<file path="src/design/fifo_pkg.sv">
// FIFO package with the sizes and the packed structs shared by the FIFO blocks
package fifo_pkg;

  // --------------------
  // Sizes
  // --------------------

  // Total capacity, output register included
  localparam int DEPTH = 4;

  // Bits per data item
  localparam int WIDTH = 8;

  // Storage address width
  localparam int ADDR_WIDTH = $clog2(DEPTH);

  // Count range is 0 to DEPTH inclusive
  localparam int COUNT_WIDTH = $clog2(DEPTH) + 1;

  // --------------------
  // Shared structs
  // --------------------

  // Push side status
  typedef struct packed {
    logic                   full;
    logic [COUNT_WIDTH-1:0] slots;
  } push_status_t;

  // Pop side status
  typedef struct packed {
    logic                   empty;
    logic [COUNT_WIDTH-1:0] items;
  } pop_status_t;

  // One write into the storage array
  typedef struct packed {
    logic                  valid;
    logic [ADDR_WIDTH-1:0] addr;
    logic [WIDTH-1:0]      data;
  } ram_wr_t;

  // Item offered on the bypass path, not qualified by the handshake
  typedef struct packed {
    logic             valid;
    logic [WIDTH-1:0] data;
  } bypass_t;

endpackage : fifo_pkg

</file>
<file path="src/design/fifo_pop_ctrl.sv">
// FIFO pop controller with read addressing, item counting and the registered output stage
`timescale 1ns/100ps

module fifo_pop_ctrl (
  input  logic                            clk,
  input  logic                            rst,
  // From the push controller
  input  logic                            push_beat,
  input  fifo_pkg::bypass_t               bypass,
  input  logic                            ram_written,
  // Storage read port
  output logic [fifo_pkg::ADDR_WIDTH-1:0] rd_addr,
  input  logic [fifo_pkg::WIDTH-1:0]      rd_data,
  // To the push controller
  output logic                            bypass_ready,
  // Pop side handshake
  input  logic                            pop_ready,
  output logic                            pop_valid,
  output logic [fifo_pkg::WIDTH-1:0]      pop_data,
  output logic                            pop_beat,
  // Pop side status
  output fifo_pkg::pop_status_t           status
);

  logic [fifo_pkg::COUNT_WIDTH-1:0] ram_items;
  logic [fifo_pkg::COUNT_WIDTH-1:0] items;
  logic [fifo_pkg::COUNT_WIDTH-1:0] items_next;
  logic                             empty;
  logic                             ram_empty;
  logic                             refill;
  logic                             load_ram;
  logic                             load_bypass;

  // --------------------
  // Output stage control
  // --------------------

  assign pop_beat  = pop_valid && pop_ready;
  assign ram_empty = (ram_items == '0);

  // Output register can take a new item this cycle
  assign refill = !pop_valid || pop_ready;

  // Bypass only when storage has nothing older
  assign bypass_ready = ram_empty && refill;

  // Storage has priority to keep ordering
  assign load_ram    = refill && !ram_empty;
  assign load_bypass = bypass_ready && push_beat && bypass.valid;

  // Valid bit of the output register
  always_ff @(posedge clk) begin
    if (rst) begin
      pop_valid <= 1'b0;
    end else if (refill) begin
      pop_valid <= load_ram || load_bypass;
    end
  end

  // Output data register
  always_ff @(posedge clk) begin
    if (load_ram) begin
      pop_data <= rd_data;
    end else if (load_bypass) begin
      pop_data <= bypass.data;
    end
  end

  // --------------------
  // Storage tracking
  // --------------------

  // Occupancy and read address follow storage writes and loads
  always_ff @(posedge clk) begin
    if (rst) begin
      ram_items <= '0;
      rd_addr   <= '0;
    end else begin
      // A write and a load in the same cycle cancel out
      if (ram_written && !load_ram) begin
        ram_items <= ram_items + fifo_pkg::COUNT_WIDTH'(1);
      end else if (!ram_written && load_ram) begin
        ram_items <= ram_items - fifo_pkg::COUNT_WIDTH'(1);
      end
      if (load_ram) begin
        if (rd_addr == fifo_pkg::ADDR_WIDTH'(fifo_pkg::DEPTH - 1)) begin
          rd_addr <= '0;
        end else begin
          rd_addr <= rd_addr + fifo_pkg::ADDR_WIDTH'(1);
        end
      end
    end
  end

  // Items in storage plus the output register
  always_comb begin
    case ({push_beat, pop_beat})
      2'b10:   items_next = items + fifo_pkg::COUNT_WIDTH'(1);
      2'b01:   items_next = items - fifo_pkg::COUNT_WIDTH'(1);
      default: items_next = items;
    endcase
  end

  always_ff @(posedge clk) begin
    if (rst) begin
      items <= '0;
      empty <= 1'b1;
    end else begin
      items <= items_next;
      if (push_beat || pop_beat) begin
        empty <= (items_next == '0);
      end
    end
  end

  assign status.empty = empty;
  assign status.items = items;

endmodule : fifo_pop_ctrl

</file>
<file path="src/design/fifo_push_ctrl.sv">
// FIFO push controller with flow control, write addressing, slot counting and bypass steering
`timescale 1ns/100ps

module fifo_push_ctrl (
  input  logic                         clk,
  input  logic                         rst,
  // Push side handshake
  input  logic                         push_valid,
  input  logic [fifo_pkg::WIDTH-1:0]   push_data,
  output logic                         push_ready,
  // From the pop controller
  input  logic                         bypass_ready,
  input  logic                         pop_beat,
  // To the pop controller
  output logic                         push_beat,
  output fifo_pkg::bypass_t            bypass,
  // Storage write port
  output fifo_pkg::ram_wr_t            ram_wr,
  // Push side status
  output fifo_pkg::push_status_t       status
);

  logic [fifo_pkg::ADDR_WIDTH-1:0]  wr_addr;
  logic [fifo_pkg::COUNT_WIDTH-1:0] slots;
  logic [fifo_pkg::COUNT_WIDTH-1:0] slots_next;
  logic                             full;

  // --------------------
  // Flow control
  // --------------------

  // Ready comes straight off the registered full flag
  assign push_ready = !full;
  assign push_beat  = push_valid && push_ready;

  // Bypass carries the raw push inputs
  assign bypass.valid = push_valid;
  assign bypass.data  = push_data;

  // Storage only sees beats the pop side cannot take directly
  assign ram_wr.valid = push_beat && !bypass_ready;
  assign ram_wr.addr  = wr_addr;
  assign ram_wr.data  = push_data;

  // Write address, wraps after the last word
  always_ff @(posedge clk) begin
    if (rst) begin
      wr_addr <= '0;
    end else if (ram_wr.valid) begin
      if (wr_addr == fifo_pkg::ADDR_WIDTH'(fifo_pkg::DEPTH - 1)) begin
        wr_addr <= '0;
      end else begin
        wr_addr <= wr_addr + fifo_pkg::ADDR_WIDTH'(1);
      end
    end
  end

  // --------------------
  // Slot counting
  // --------------------

  // Push takes a slot, pop frees one, both at once cancel out
  always_comb begin
    case ({push_beat, pop_beat})
      2'b10:   slots_next = slots - fifo_pkg::COUNT_WIDTH'(1);
      2'b01:   slots_next = slots + fifo_pkg::COUNT_WIDTH'(1);
      default: slots_next = slots;
    endcase
  end

  always_ff @(posedge clk) begin
    if (rst) begin
      slots <= fifo_pkg::COUNT_WIDTH'(fifo_pkg::DEPTH);
      full  <= 1'b0;
    end else begin
      slots <= slots_next;
      // Full only moves on a beat
      if (push_beat || pop_beat) begin
        full <= (slots_next == '0);
      end
    end
  end

  assign status.full  = full;
  assign status.slots = slots;

endmodule : fifo_push_ctrl

</file>
<file path="src/design/fifo_ram.sv">
// FIFO storage array, one synchronous write port and one combinational read port
`timescale 1ns/100ps

module fifo_ram (
  input  logic                            clk,
  // Write port
  input  fifo_pkg::ram_wr_t               wr,
  // Read port
  input  logic [fifo_pkg::ADDR_WIDTH-1:0] rd_addr,
  output logic [fifo_pkg::WIDTH-1:0]      rd_data
);

  // --------------------
  // Storage
  // --------------------

  // Flop based words, contents undefined until written
  logic [fifo_pkg::WIDTH-1:0] mem [fifo_pkg::DEPTH];

  // Write lands on the edge
  always_ff @(posedge clk) begin
    if (wr.valid) begin
      mem[wr.addr] <= wr.data;
    end
  end

  // Read is combinational, same cycle as the address
  assign rd_data = mem[rd_addr];

endmodule : fifo_ram

</file>
<file path="src/design/fifo_top.sv">
// FIFO top level joining the push controller, the storage array and the pop controller
`timescale 1ns/100ps

module fifo_top (
  input  logic                       clk,
  input  logic                       rst,
  // Push side
  input  logic                       push_valid,
  input  logic [fifo_pkg::WIDTH-1:0] push_data,
  output logic                       push_ready,
  // Pop side
  input  logic                       pop_ready,
  output logic                       pop_valid,
  output logic [fifo_pkg::WIDTH-1:0] pop_data,
  // Status
  output fifo_pkg::push_status_t     push_status,
  output fifo_pkg::pop_status_t      pop_status
);

  // --------------------
  // Internal wires
  // --------------------

  // Handshakes between controllers
  logic                            push_beat;
  logic                            pop_beat;
  logic                            bypass_ready;
  fifo_pkg::bypass_t               bypass;

  // Storage ports
  fifo_pkg::ram_wr_t               ram_wr;
  logic [fifo_pkg::ADDR_WIDTH-1:0] rd_addr;
  logic [fifo_pkg::WIDTH-1:0]      rd_data;

  // Push side flow control and storage writes
  fifo_push_ctrl u_push_ctrl (
    .clk          (clk),
    .rst          (rst),
    .push_valid   (push_valid),
    .push_data    (push_data),
    .push_ready   (push_ready),
    .bypass_ready (bypass_ready),
    .pop_beat     (pop_beat),
    .push_beat    (push_beat),
    .bypass       (bypass),
    .ram_wr       (ram_wr),
    .status       (push_status)
  );

  // Storage
  fifo_ram u_ram (
    .clk     (clk),
    .wr      (ram_wr),
    .rd_addr (rd_addr),
    .rd_data (rd_data)
  );

  // Pop side, write strobe doubles as storage occupancy increment
  fifo_pop_ctrl u_pop_ctrl (
    .clk          (clk),
    .rst          (rst),
    .push_beat    (push_beat),
    .bypass       (bypass),
    .ram_written  (ram_wr.valid),
    .rd_addr      (rd_addr),
    .rd_data      (rd_data),
    .bypass_ready (bypass_ready),
    .pop_ready    (pop_ready),
    .pop_valid    (pop_valid),
    .pop_data     (pop_data),
    .pop_beat     (pop_beat),
    .status       (pop_status)
  );

endmodule : fifo_top

</file>
<file path="config.mk">
export PLATFORM = sky130hd
export DESIGN_NAME = fifo_top
export DESIGN_NICKNAME = d
export VERILOG_FILES = /design/src/design/fifo_pkg.sv /design/src/design/fifo_pop_ctrl.sv /design/src/design/fifo_push_ctrl.sv /design/src/design/fifo_ram.sv /design/src/design/fifo_top.sv
export SDC_FILE = /design/constraint.sdc
export NUM_CORES = 1
export LEC_CHECK = 0
export ABC_AREA = 1
export BUFFER_PORTS_ARGS = -buffer_cell sky130_fd_sc_hd__buf_2
export CORE_ASPECT_RATIO = 0.6
export CORE_UTILIZATION = 40
export CTS_CLUSTER_DIAMETER = 40
export DETAILED_ROUTE_END_ITERATION = 7
export GPL_ROUTABILITY_DRIVEN = 0
export PLACE_DENSITY = 0.61
export SLEW_MARGIN = 10
export SYNTH_ARGS = -nofsm -noshare
export SYNTH_HDL_FRONTEND = slang
export SYNTH_SLANG_ARGS = --single-unit
</file>
<file path="constraint.sdc">
create_clock -name clk -period 2.8 [get_ports clk]
set_input_delay 0.14 -clock clk [delete_from_list [all_inputs] [get_ports clk]]
set_output_delay 0.14 -clock clk [all_outputs]
set_load 0.02 [all_outputs]
</file>
## After elaboration in Yosys (flattened, before gate mapping)

Memories as Yosys holds them, arrays and structs flattened. A register that Yosys moved wholly into a read port is not among the register bits.
Cells that the tools add are included.

- Flip-flop bits (word level): 24
- RAM bits: 32
- Bits of input ports: 12
- Output and inout bits: 18
- Word-level logic and storage cells: 57
- Memories kept: 1

- Add/sub/neg operators: 8
- Equal/unequal tests: 4
- Multiplexer cells: 12
- Reductions and logical operators: 23

Memory list:

| memory | words | bits a word | read ports | clocked after Yosys merged registers in | write ports | RTL line | text |
|---|---|---|---|---|---|---|---|
| u_ram.mem | 4 | 8 | 1 | 1 | 1 | fifo_ram.sv:18 | `logic [fifo_pkg::WIDTH-1:0] mem [fifo_pkg::DEPTH];` |

Operator list:

| cell | count |
|---|---|
| $mux W8 | 2 |
| $pmux W3 S2 | 2 |
| $add A3 B1 Y3 const B | 3 |
| $logic_and A1 B1 Y1 | 9 |
| $logic_not A3 Y1 | 3 |
| $sub A3 B1 Y3 const B | 3 |
| $mux W2 | 4 |
| $eq A2 B2 Y1 const B | 3 |
| $logic_not A1 Y1 | 6 |
| $mux W3 | 2 |
| $add A2 B1 Y2 const B | 2 |
| $reduce_bool A2 Y1 | 2 |
| $logic_or A1 B1 Y1 | 3 |
| $eq A2 B1 Y1 const B | 1 |
| $mux W1 | 2 |

## Depth between registers and ports, before layout

Gate-level depths: netlist (run 1).

- Word-level depth: 9
- Depth in mapped cells: 13
- Depth with buffers taken out: 13

## Modules after synthesis

A second synthesis (run 1) with hierarchy kept.

- Cells, all modules: 314
- Area total of the unflattened synthesis: 2,912.8 um^2

By module, submodules not included:

| module | times used | cells an instance | area an instance (um^2) | seq. area each (um^2) |
|---|---|---|---|---|
| fifo_ram | 1 | 133 | 1,387.6 | 960.9 |
| fifo_pop_ctrl | 1 | 115 | 1,032.2 | 440.4 |
| fifo_push_ctrl | 1 | 66 | 493.0 | 120.1 |

## Worst setup path before layout (run 1)

Ideal clock, no wire load.

- Path type: register to register
- Start: reg u_pop_ctrl.pop_valid
- End: reg u_pop_ctrl.empty
- Setup time: 115 ps
- Arrival: 1,767 ps
- Required time: 2,685 ps
- Path slack: 918 ps
- Cell stages (with the launch flop): 10
- Path buffers: 0
- Clock period less this slack: 1,882 ps
- Path through: dfxtp_1 > nand2_1 > inv_1 > ha_1 > inv_1 > fa_1 > o21ai_0 > nor3_1 > nand2_1 > nand2_1

- Word-level cells in the longest chain between the ends: 4
- Elaborated cells between the ends (all ways): 6
- Classes of those cells: 2 x eq/ne; 1 x mux; 3 x reduce/logical

Ends and longest elaborated chain:

| what | RTL line | text |
|---|---|---|
| start, declared | fifo_pop_ctrl.sv:18 | `output logic pop_valid,` |
| start signal, assigned | fifo_pop_ctrl.sv:56 | `pop_valid <= load_ram \|\| load_bypass;` |
| $logic_and A1 B1 Y1 (*) | fifo_pop_ctrl.sv:38 | `assign pop_beat = pop_valid && pop_ready;` |
| $eq A2 B1 Y1 / $eq A2 B2 Y1 (equally long branches) | fifo_pop_ctrl.sv:97 | `case ({push_beat, pop_beat})` |
| $pmux W3 S2 | fifo_pop_ctrl.sv:97 |  |
| $logic_not A3 Y1 | fifo_pop_ctrl.sv:111 | `empty <= (items_next == '0);` |
| end signal, assigned | fifo_pop_ctrl.sv:111 |  |
| end, declared | fifo_pop_ctrl.sv:28 | `logic empty;` |

Mark *: on every way between the ends. The rest lies on a longest branch, timed or not.
A chain may end at the register's enable or synchronous reset.

## Worst setup path in the final report (run 1)

- Start: reg u_pop_ctrl.pop_valid
- End: reg u_push_ctrl.full

- Word-level cells in the longest chain between the ends: 4
- Elaborated cells between the ends (all ways): 6
- Classes of those cells: 2 x eq/ne; 1 x mux; 3 x reduce/logical

Ends and longest elaborated chain:

| what | RTL line | text |
|---|---|---|
| $logic_and A1 B1 Y1 (*) | fifo_pop_ctrl.sv:38 |  |
| $eq A2 B1 Y1 / $eq A2 B2 Y1 (equally long branches) | fifo_push_ctrl.sv:64 | `case ({push_beat, pop_beat})` |
| $pmux W3 S2 | fifo_push_ctrl.sv:64 |  |
| $logic_not A3 Y1 | fifo_push_ctrl.sv:79 | `full <= (slots_next == '0);` |
| end signal, assigned | fifo_push_ctrl.sv:79 |  |
| end, declared | fifo_push_ctrl.sv:26 | `logic full;` |

Marks and branches as above.

==> impl_metrics.tcl, run 1 <==
set metrics [dict create \
    first_pass_iters 4 \
    insertion_delay_ns 0.34 \
    hold_viol 0 \
    crit_chain "nand2_1 -> inv_1 -> ha_1 -> inv_1 -> fa_1 -> o21ai_0 -> nand3b_1 -> o21ai_1" \
    synth_cell_types 30 \
    slew_viol_final 0 \
    cp-start-kind "register" \
    p_int_w 0.00195 \
    min_period_over_period_pct 70.0 \
    drt-total-wl_um 4640 \
    maxCapViolations 0 \
    wl_per_cell_um 12.6 \
    fin_crit_ns 1.96 \
    hpwl_um 3190 \
    timing.final.ws_setup_ns 0.839 \
    hold_path_end "u_ram.mem[0][1]" \
    viasPerCell 4.61 \
    syn_nets 270 \
    critical_path.max_fanout 4 \
    postCtsHoldBufs 0 \
    crit_slowest_cell "dfxtp_1" \
    switching_share_pct 38.1 \
    crit_type "reg2reg" \
    pwr-share-seq_pct 41.6 \
    dieArea_mm2 0.00676 \
    r2r_slack_ns 0.84 \
    fin_util_pct 47.5 \
    vias 1698 \
    fp-row-count 22 \
    drt-initial-drc-count 150 \
    synth-seq-cells 58 \
    holdCritStartpoint "push_data[1]" \
    powerDensity_mw_per_mm2 1080 \
    clock-root-buffer "clkbuf_8" \
    place_ws_ns 0.896 \
    antennaDiodeCount 0 \
    core_area_mm2 0.00617 \
    rr_worst_depth 8 \
    post-cts-setup-buffer-count 0 \
    antenna_found_initial 0 \
    syn_avg_cell_area_um2 10.4 \
    tightest_slew_ns 0.881 \
    cp.arrival_ns 2.23 \
    vdd_ir_drop_max_mv 0.331 \
    cp.buffers_inverters 2 \
    p_leak_nw 1.20 \
    grt_use_total_pct 15.9 \
    remaining_drc_errors 0 \
    drive_gt1_share_pct 18.0 \
    cts_buffers 9 \
    syn_to_final_growth_pct 13.9 \
    path_delay_family "adder cells" \
    initial_core_util_pct 41.7 \
    clock-skew-final_ns 0.00677 \
    tns_ns 0 \
    netlist_instances 248 \
    max-slew-margin-rel_pct 41.0 \
    hold_path_depth 1 \
    r2r-start "u_pop_ctrl.pop_valid" \
    combinationalPowerShare_pct 36.3 \
    antenna_violating_nets_post_route 0 \
    r2r-end "u_push_ctrl.full" \
    status "finished, final reports clean" \
    path_clk_slew_ns 0.06 \
    die-height_um 64.1 \
    crit_top_cell "inv_1" \
    hp-class "in2reg" \
    clock_sinks 58 \
    grt_max_degree 20 \
    fmax_ghz 0.510 \
    ys_seq_area_share_pct 60.7 \
    ys.warnings.count 0 \
    final_nets 302 \
    layout_commonest_cell "nor2_1" \
    grt_pass1_vias 1601 \
    whs_ns 0.0494 \
    clock_path_buffers 2 \
    cts_tree "built" \
    port_buffers 29 \
    cp.required_ns 3.07 \
    pin_count 30 \
    layout_common_cells "nor2_1 (61), edfxtp_1 (40), inv_1 (29), buf_2 (29), o21ai_0 (23)" \
    netlist_area_mm2 0.00257 \
    die_w_um 106 \
    grt_pass1_wl_um 7960 \
    finalSetupViolations 0 \
    endpoint_kind "register" \
    critPathMaxStageDelay_ns 0.44 \
    overflow 0 \
    post_cts_resize_count 0 \
    p_clk_share_pct 22.1 \
    p_sw_w 0.00120 \
    htreeDepth 3 \
    grt_setup_unrepaired "no" \
]
-- synth_stat cells (all sizes together) --
| library cell | count | area share [%] |
|---|---|---|
| nand3 | 8 | 1.6 |
| nand3b | 2 | 0.58 |
| or2 | 1 | 0.24 |
| nand4 | 3 | 0.73 |
| clkbuf | 1 | 0.19 |
| fa | 3 | 2.3 |
| ha | 7 | 3.4 |
| xor2 | 1 | 0.34 |
| a31oi | 8 | 1.9 |
| buf | 8 | 2.7 |
| xnor2 | 1 | 0.34 |
| nand2 | 20 | 3.7 |
| a21oi | 4 | 0.78 |
| dfxtp | 18 | 14 |
| inv | 33 | 5.0 |
| nor3 | 1 | 0.19 |
| o21ai | 24 | 4.7 |
| nor2 | 64 | 10 |
| a21boi | 1 | 0.29 |
| edfxtp | 40 | 47 |
-- registers in the layout, indices dropped and copies added (netlist names), named ones only --
signal                cells
u_push_ctrl.wr_addr       2
u_pop_ctrl.ram_items      3
u_pop_ctrl.rd_addr        2
u_pop_ctrl.items          3
u_pop_ctrl.pop_data       8
u_ram.mem                32
u_push_ctrl.slots         3
u_push_ctrl.full          1
u_pop_ctrl.empty          1
u_pop_ctrl.pop_valid      1
-- power by group through the flow --
stage	clock (W)	sequential [W]	combinational, W
final	0.000699	0.00131	0.00115
after global routing	0.000752	0.00135	0.00131
after CTS	0.000719	0.00132	0.00115
after detailed placement	0	0.00133	0.00114
after global placement	0	0.00133	0.00113
after floorplan	0	0.00141	0.000819
-- per-stage QoR --
| step | instances | area (µm²) | total power, W |
|---|---|---|---|
| 2_1_floorplan | 248 | 2570 | 0.00223 |
| 3_3_place_gp | 353 | 2750 | 0.00246 |
| 3_5_place_dp | 353 | 2750 | 0.00248 |
| 4_1_cts | 368 | 2930 | 0.00318 |
| 5_1_grt | 368 | 2930 | 0.00341 |
| 6_report | 368 | 2930 | 0.00316 |
-- worst max path at each step --
stage	startpoint	to	slack [ns]	depth (start not counted)
floorplan	u_pop_ctrl.pop_valid	u_pop_ctrl.empty	0.92	9
global route	u_pop_ctrl.pop_valid	u_pop_ctrl.empty	0.69	13
finish	u_pop_ctrl.pop_valid	u_push_ctrl.full	0.84	8
global placement	u_pop_ctrl.pop_valid	u_push_ctrl.full	0.95	10
detailed placement	u_pop_ctrl.pop_valid	u_pop_ctrl.empty	0.90	9
CTS	u_pop_ctrl.pop_valid	u_pop_ctrl.empty	0.84	9
-- routing by layer --
layer | part of all wire (%) | wire length (µm) | GRT usage, %
met2 | 39 | 1790 | 21.0
met4 | 2.2 | 100 | 7.81
met5 | 0 | 0 | 0
met3 | 5.6 | 259 | 5.82
met1 | 54 | 2490 | 22.7
-- area by class of cell --
| cell class | count | area, µm² |
|---|---|---|
| clock buffers | 10 | 128 |
| clock inverters | 5 | 46.3 |
| fillers | 583 | 3240 |
| inverters | 33 | 129 |
| multi-input cells | 148 | 806 |
| flip-flops and latches | 58 | 1560 |
| well taps | 84 | 105 |
| repair buffers | 30 | 153 |
-- cell families after synthesis --
logic type | after synthesis | share of synthesized area [%]
buffers and inverters | 42 | 7.93
AOI/OAI and AO/OA | 37 | 7.69
and+or+nand+nor | 99 | 17.2
adders and majority gates | 10 | 5.74
DFF | 58 | 60.7
xor gates and xnor gates | 2 | 0.681
Note: power is estimated with default switching activity, not from simulation.
==> run 2: changes to the inputs <==
- PLACE_DENSITY: 0.61 -> 0.63
- clock period: 2.8 -> 1.67 ns (I/O delays scaled with it)
==> impl_metrics.tcl, run 2 (synthesized netlist as in run 1, its figures left out) <==
set metrics [dict create \
    status "finished, final reports clean" \
    finalSetupViolations 0 \
    grt_pass1_wl_um 8060 \
    overflow 0 \
    drive_gt1_share_pct 28.9 \
    tightest_slew_ns 0.756 \
    crit_chain "inv_2 -> nand2_2 -> inv_1 -> nand2_2 -> nor2_1" \
    pin_count 30 \
    core_area_mm2 0.00617 \
    crit_top_cell "nand2_2" \
    min_period_over_period_pct 99.2 \
    viasPerCell 4.53 \
    fmax_ghz 0.604 \
    fin_crit_ns 1.66 \
    clock-root-buffer "clkbuf_8" \
    die_w_um 106 \
    clock_sinks 58 \
    htreeDepth 3 \
    antennaDiodeCount 0 \
    syn_to_final_growth_pct 25.4 \
    die-height_um 64.1 \
    whs_ns 0.0258 \
    max-slew-margin-rel_pct 49.4 \
    reg_top3 "u_ram.mem: 32 flops, u_pop_ctrl.pop_data: 8 flops" \
    insertion_delay_ns 0.33 \
    dr_wl_met3_um 324 \
    final_nets 322 \
    nFillCells 553 \
    fp-row-count 22 \
    port_buffers 29 \
    finalPower_w 0.00590 \
    hp-class "in2reg" \
    drt-met1-wl_um 2460 \
    first_pass_iters 4 \
    dieArea_mm2 0.00676 \
    layout_common_cells "nor2_1 (60), edfxtp_1 (40), buf_2 (29), inv_1 (24), o21ai_0 (21)" \
    multiInputGateArea_um2 865 \
    critPathMaxStageDelay_ns 0.60 \
    cts_buffers 9 \
    critical_path.max_fanout 8 \
    path_clk_slew_ns 0.07 \
    place_inst 364 \
    maxCapViolations 0 \
    antenna_found_initial 0 \
    p_leak_nw 1.32 \
    clock-skew-final_ns 0.0104 \
    grt_setup_unrepaired "yes" \
    crit_slowest_cell "nor2_1" \
    drt-initial-drc-count 92 \
    cp.required_ns 1.63 \
    antenna_violating_nets_post_route 0 \
    endpoint_kind "register" \
    vias 1763 \
    wl_per_cell_um 12.6 \
    drt-total-wl_um 4910 \
    layout_commonest_cell "nor2_1" \
    hpwl_um 3380 \
    final-seq-area_mm2 0.00157 \
    fin_cells 389 \
    cp-start-kind "register" \
    top_register "u_ram.mem" \
    grt_pass1_vias 1690 \
    slew_viol_final 0 \
    powerDensity_mw_per_mm2 1830 \
    initial_core_util_pct 41.7 \
    wl_met2_um 2090 \
    largest_reg_flops 32 \
    grt_max_degree 20 \
    hold_viol 0 \
    cp.arrival_ns 1.61 \
    cts_tree "built" \
    grt_use_total_pct 16.0 \
    vdd_ir_drop_max_mv 0.649 \
    clock_path_buffers 2 \
    remaining_drc_errors 0 \
    maxUsedRoutingLayer "met4" \
    crit_type "reg2reg" \
]
-- run 2: worst max-delay path, delay by kind of cell, from the launching register on --
family | cells | cell delay, ns
simple gates | 3 | 0.79
flops | 1 | 0.32
buf+inv | 2 | 0.16
-- run 2: area by class of cell --
| cell class | count | share of cell area (%) |
|---|---|---|
| flip-flops and latches | 58 | 48.6 |
| multi-input cells | 148 | 26.8 |
| repair buffers | 50 | 10.0 |
| clock buffers | 11 | 4.07 |
| inverters | 33 | 4.07 |
| well taps | 84 | 3.26 |
| clock inverters | 5 | 3.18 |
-- run 2: what timing repair did --
action	in CTS	in global routing
endpoints found under the setup margin	11	29
resized for setup	3	17
endpoints found under the hold margin	17	1
setup buffers	1	0
pin swaps	1	9
gates cloned	0	0
hold buffers	7	1
-- run 2: layer usage --
metal  track usage (%)  up-vias
met1              22.6      796
met5                 0        -
met3              6.22        2
met4              4.86        0
li1                  -      922
met2              22.4       43
-- run 2: metrics by stage --
stage          utilization, %  cell area [µm²]  setup slack [ns]   TNS, ns
6_report                 52.3             3220            0.0135         0
4_1_cts                  51.3             3160           0.00319         0
3_5_place_dp             46.1             2850           -0.0394   -0.0555
3_3_place_gp             46.1             2850          -0.00460  -0.00460
2_1_floorplan               -             2580            0.0207         0
5_1_grt                  52.3             3220           -0.0656     -1.24
-- run 2: worst paths after layout --
check / start / to / slack, ns / cells past startpoint
setup reg to reg: u_push_ctrl.full / u_ram.mem[1][7] / 0.01 / 5
setup / recovery: u_push_ctrl.full / u_ram.mem[1][7] / 0.01 / 5
hold / removal: rst / u_pop_ctrl.items[2] / 0.03 / 2
hold reg to reg: u_pop_ctrl.empty / u_pop_ctrl.empty / 0.49 / 2
-- run 2: report_power, final --
part           internal (W)  total, W  switching, W
Sequential          0.00200   0.00219      0.000192
Combinational      0.000778   0.00219       0.00141
Clock              0.000989   0.00152      0.000530
==> run 3: changes to the inputs <==
- CORE_UTILIZATION: 40 -> 50
- PLACE_DENSITY: 0.63 -> 0.76
- clock period: 1.67 -> 1.48 ns (I/O delays scaled with it)
==> impl_metrics.tcl, run 3 (synthesized netlist as in run 1, its figures left out) <==
set metrics [dict create \
    status "complete, but fails checks" \
    violations "setup timing" \
    switching_share_pct 38.2 \
    slew_viol_final 0 \
    p_sw_w 0.00268 \
    initial_core_util_pct 54.1 \
    fin_cells 385 \
    hp-class "in2reg" \
    die_w_um 94.6 \
    globalRouteMet2Util_pct 34.2 \
    grt_setup_unrepaired "yes" \
    vdd_ir_drop_max_mv 0.999 \
    path_delay_family "adder cells" \
    finalPower_w 0.00702 \
    endpoint_kind "register" \
    powerDensity_mw_per_mm2 2070 \
    timing.final.ws_setup_ns -0.130 \
    cp.arrival_ns 1.85 \
    antenna_violating_nets_post_route 0 \
    port_buffers 29 \
    hpwl_um 3680 \
    cp.buffers_inverters 4 \
    finalSetupViolations 7 \
    dieArea_mm2 0.00544 \
    syn_to_final_growth_pct 32.2 \
    reg_top3 "u_ram.mem: 32 flops, u_pop_ctrl.pop_data: 8 flops" \
    top_usage_layer "met2" \
    top_register "u_ram.mem" \
    tightest_slew_ns 0.321 \
    min_period_over_period_pct 109 \
    cp.required_ns 1.72 \
    remaining_drc_errors 0 \
    p_clk_share_pct 22.0 \
    critical_path.max_fanout 4 \
    path_clk_slew_ns 0.07 \
    pin_count 30 \
    clock-root-buffer "clkbuf_8" \
    core_area_mm2 0.00475 \
    layout_common_cells "nor2_1 (57), edfxtp_1 (40), buf_2 (29), buf_4 (24), inv_1 (21)" \
    drive_gt1_share_pct 34.8 \
    cts_tree "built" \
    first_pass_iters 4 \
    grt_use_total_pct 23.3 \
    use_met1_pct 31.0 \
    grt_max_degree 17 \
    crit_top_cell "nand2_1" \
    largest_reg_flops 32 \
    drt-initial-drc-count 128 \
    overflow 0 \
    fin_crit_ns 1.61 \
    fp-row-count 19 \
    insertion_delay_ns 0.34 \
    antenna_found_initial 0 \
    max-slew-margin-rel_pct 78.5 \
    vias 1955 \
    antennaDiodeCount 0 \
    cts_buffers 9 \
    crit_type "reg2reg" \
    wl_per_cell_um 14.8 \
    cp-start-kind "register" \
    drt-total-wl_um 5700 \
    maxCapViolations 0 \
    place_inst 348 \
    crit_slowest_cell "dfxtp_4" \
    tns_ns -0.457 \
    viasPerCell 5.08 \
    combinationalPowerShare_pct 42.9 \
    htreeDepth 3 \
    crit_chain "nand2_4 -> inv_4 -> ha_4 -> inv_4 -> fa_2 -> inv_2 -> nand2_2 -> nand3_2 -> nand2_1 -> nand2_1 -> inv_2 -> nand2_2 -> nand2_1" \
    p_leak_nw 1.40 \
    hold_viol 0 \
    grt_pass1_vias 1858 \
    layout_commonest_cell "nor2_1" \
    met3_usage_pct 10.4 \
    final_nets 339 \
    p_int_w 0.00434 \
    critPathMaxStageDelay_ns 0.39 \
    clock_path_buffers 2 \
    place_ws_ns -0.251 \
    die-height_um 57.5 \
    clock_sinks 58 \
    clock-skew-final_ns 0.00831 \
    fmax_ghz 0.621 \
    pwr-share-seq_pct 35.1 \
    grt_pass1_wl_um 9040 \
]
run 3: cell types whose count changed in the layout (fill, tap and decap cells not counted), sizes merged:
| cell | before | now |
|---|---|---|
| nor2 | 64 | 65 |
| bufinv | 3 | 2 |
| buf | 42 | 57 |
| dlygate4sd3 | 8 | 9 |
| clkinv | 1 | 4 |
| clkbuf | 11 | 9 |
run 3: area by class of cell:
class | count | area (µm²)
clock buffers | 9 | 124
clock inverters | 7 | 83.8
fillers | 331 | 1360
inverters | 33 | 139
multi-input cells | 149 | 928
flip-flops and latches | 58 | 1570
well taps | 63 | 78.8
repair buffers | 66 | 478
run 3: worst paths after layout:
path / startpoint / endpoint / slack (ns) / depth (start not counted)
worst min-delay path: pop_ready / u_pop_ctrl.pop_valid / 0.15 / 5
worst max-delay path: u_pop_ctrl.pop_valid / u_pop_ctrl.empty / -0.13 / 13
worst max register to register: u_pop_ctrl.pop_valid / u_pop_ctrl.empty / -0.13 / 13
worst min register to register: u_pop_ctrl.empty / u_pop_ctrl.empty / 0.49 / 2
run 3: timing repair:
item,4_1_cts,5_1_grt
gates cloned,0,1
endpoints found under the setup margin,42,52
hold endpoints to repair,33,0
setup buffers,8,3
hold buffers,9,0
gates resized for setup,7,20
pin swaps,8,13
run 3: layer usage:
metal | part of all wire [%] | vias to the layer above
met1 | 44 | 912
li1 | - | 963
met3 | 8.5 | 8
met2 | 46 | 72
met5 | 0 | -
met4 | 1.2 | 0
run 3: power by group through the flow:
stage	Combinational (W)	Sequential, W	Clock [W]
after global placement	0.00245	0.00247	0
after floorplan	0.00161	0.00268	0
after CTS	0.00280	0.00247	0.00156
after detailed placement	0.00254	0.00249	0
final	0.00302	0.00246	0.00154
after global routing	0.00332	0.00251	0.00164
run 3: tightest hold or removal path, stage by stage:
cell and delay (ns):
buf_2 0.09, inv_2 0.05, nand2_8 0.05, buf_6 0.12
a21oi_1 0.06
run 3: per-stage QoR:
step                hold slack (ns)  instance area [µm²]  utilization, %
finish                        0.152                 3400            71.5
global route                  0.170                 3400            71.5
CTS                           0.169                 3300            69.5
detailed placement            0.328                 2910            61.3
global placement              0.323                 2910            61.3
floorplan                     0.173                 2620               -
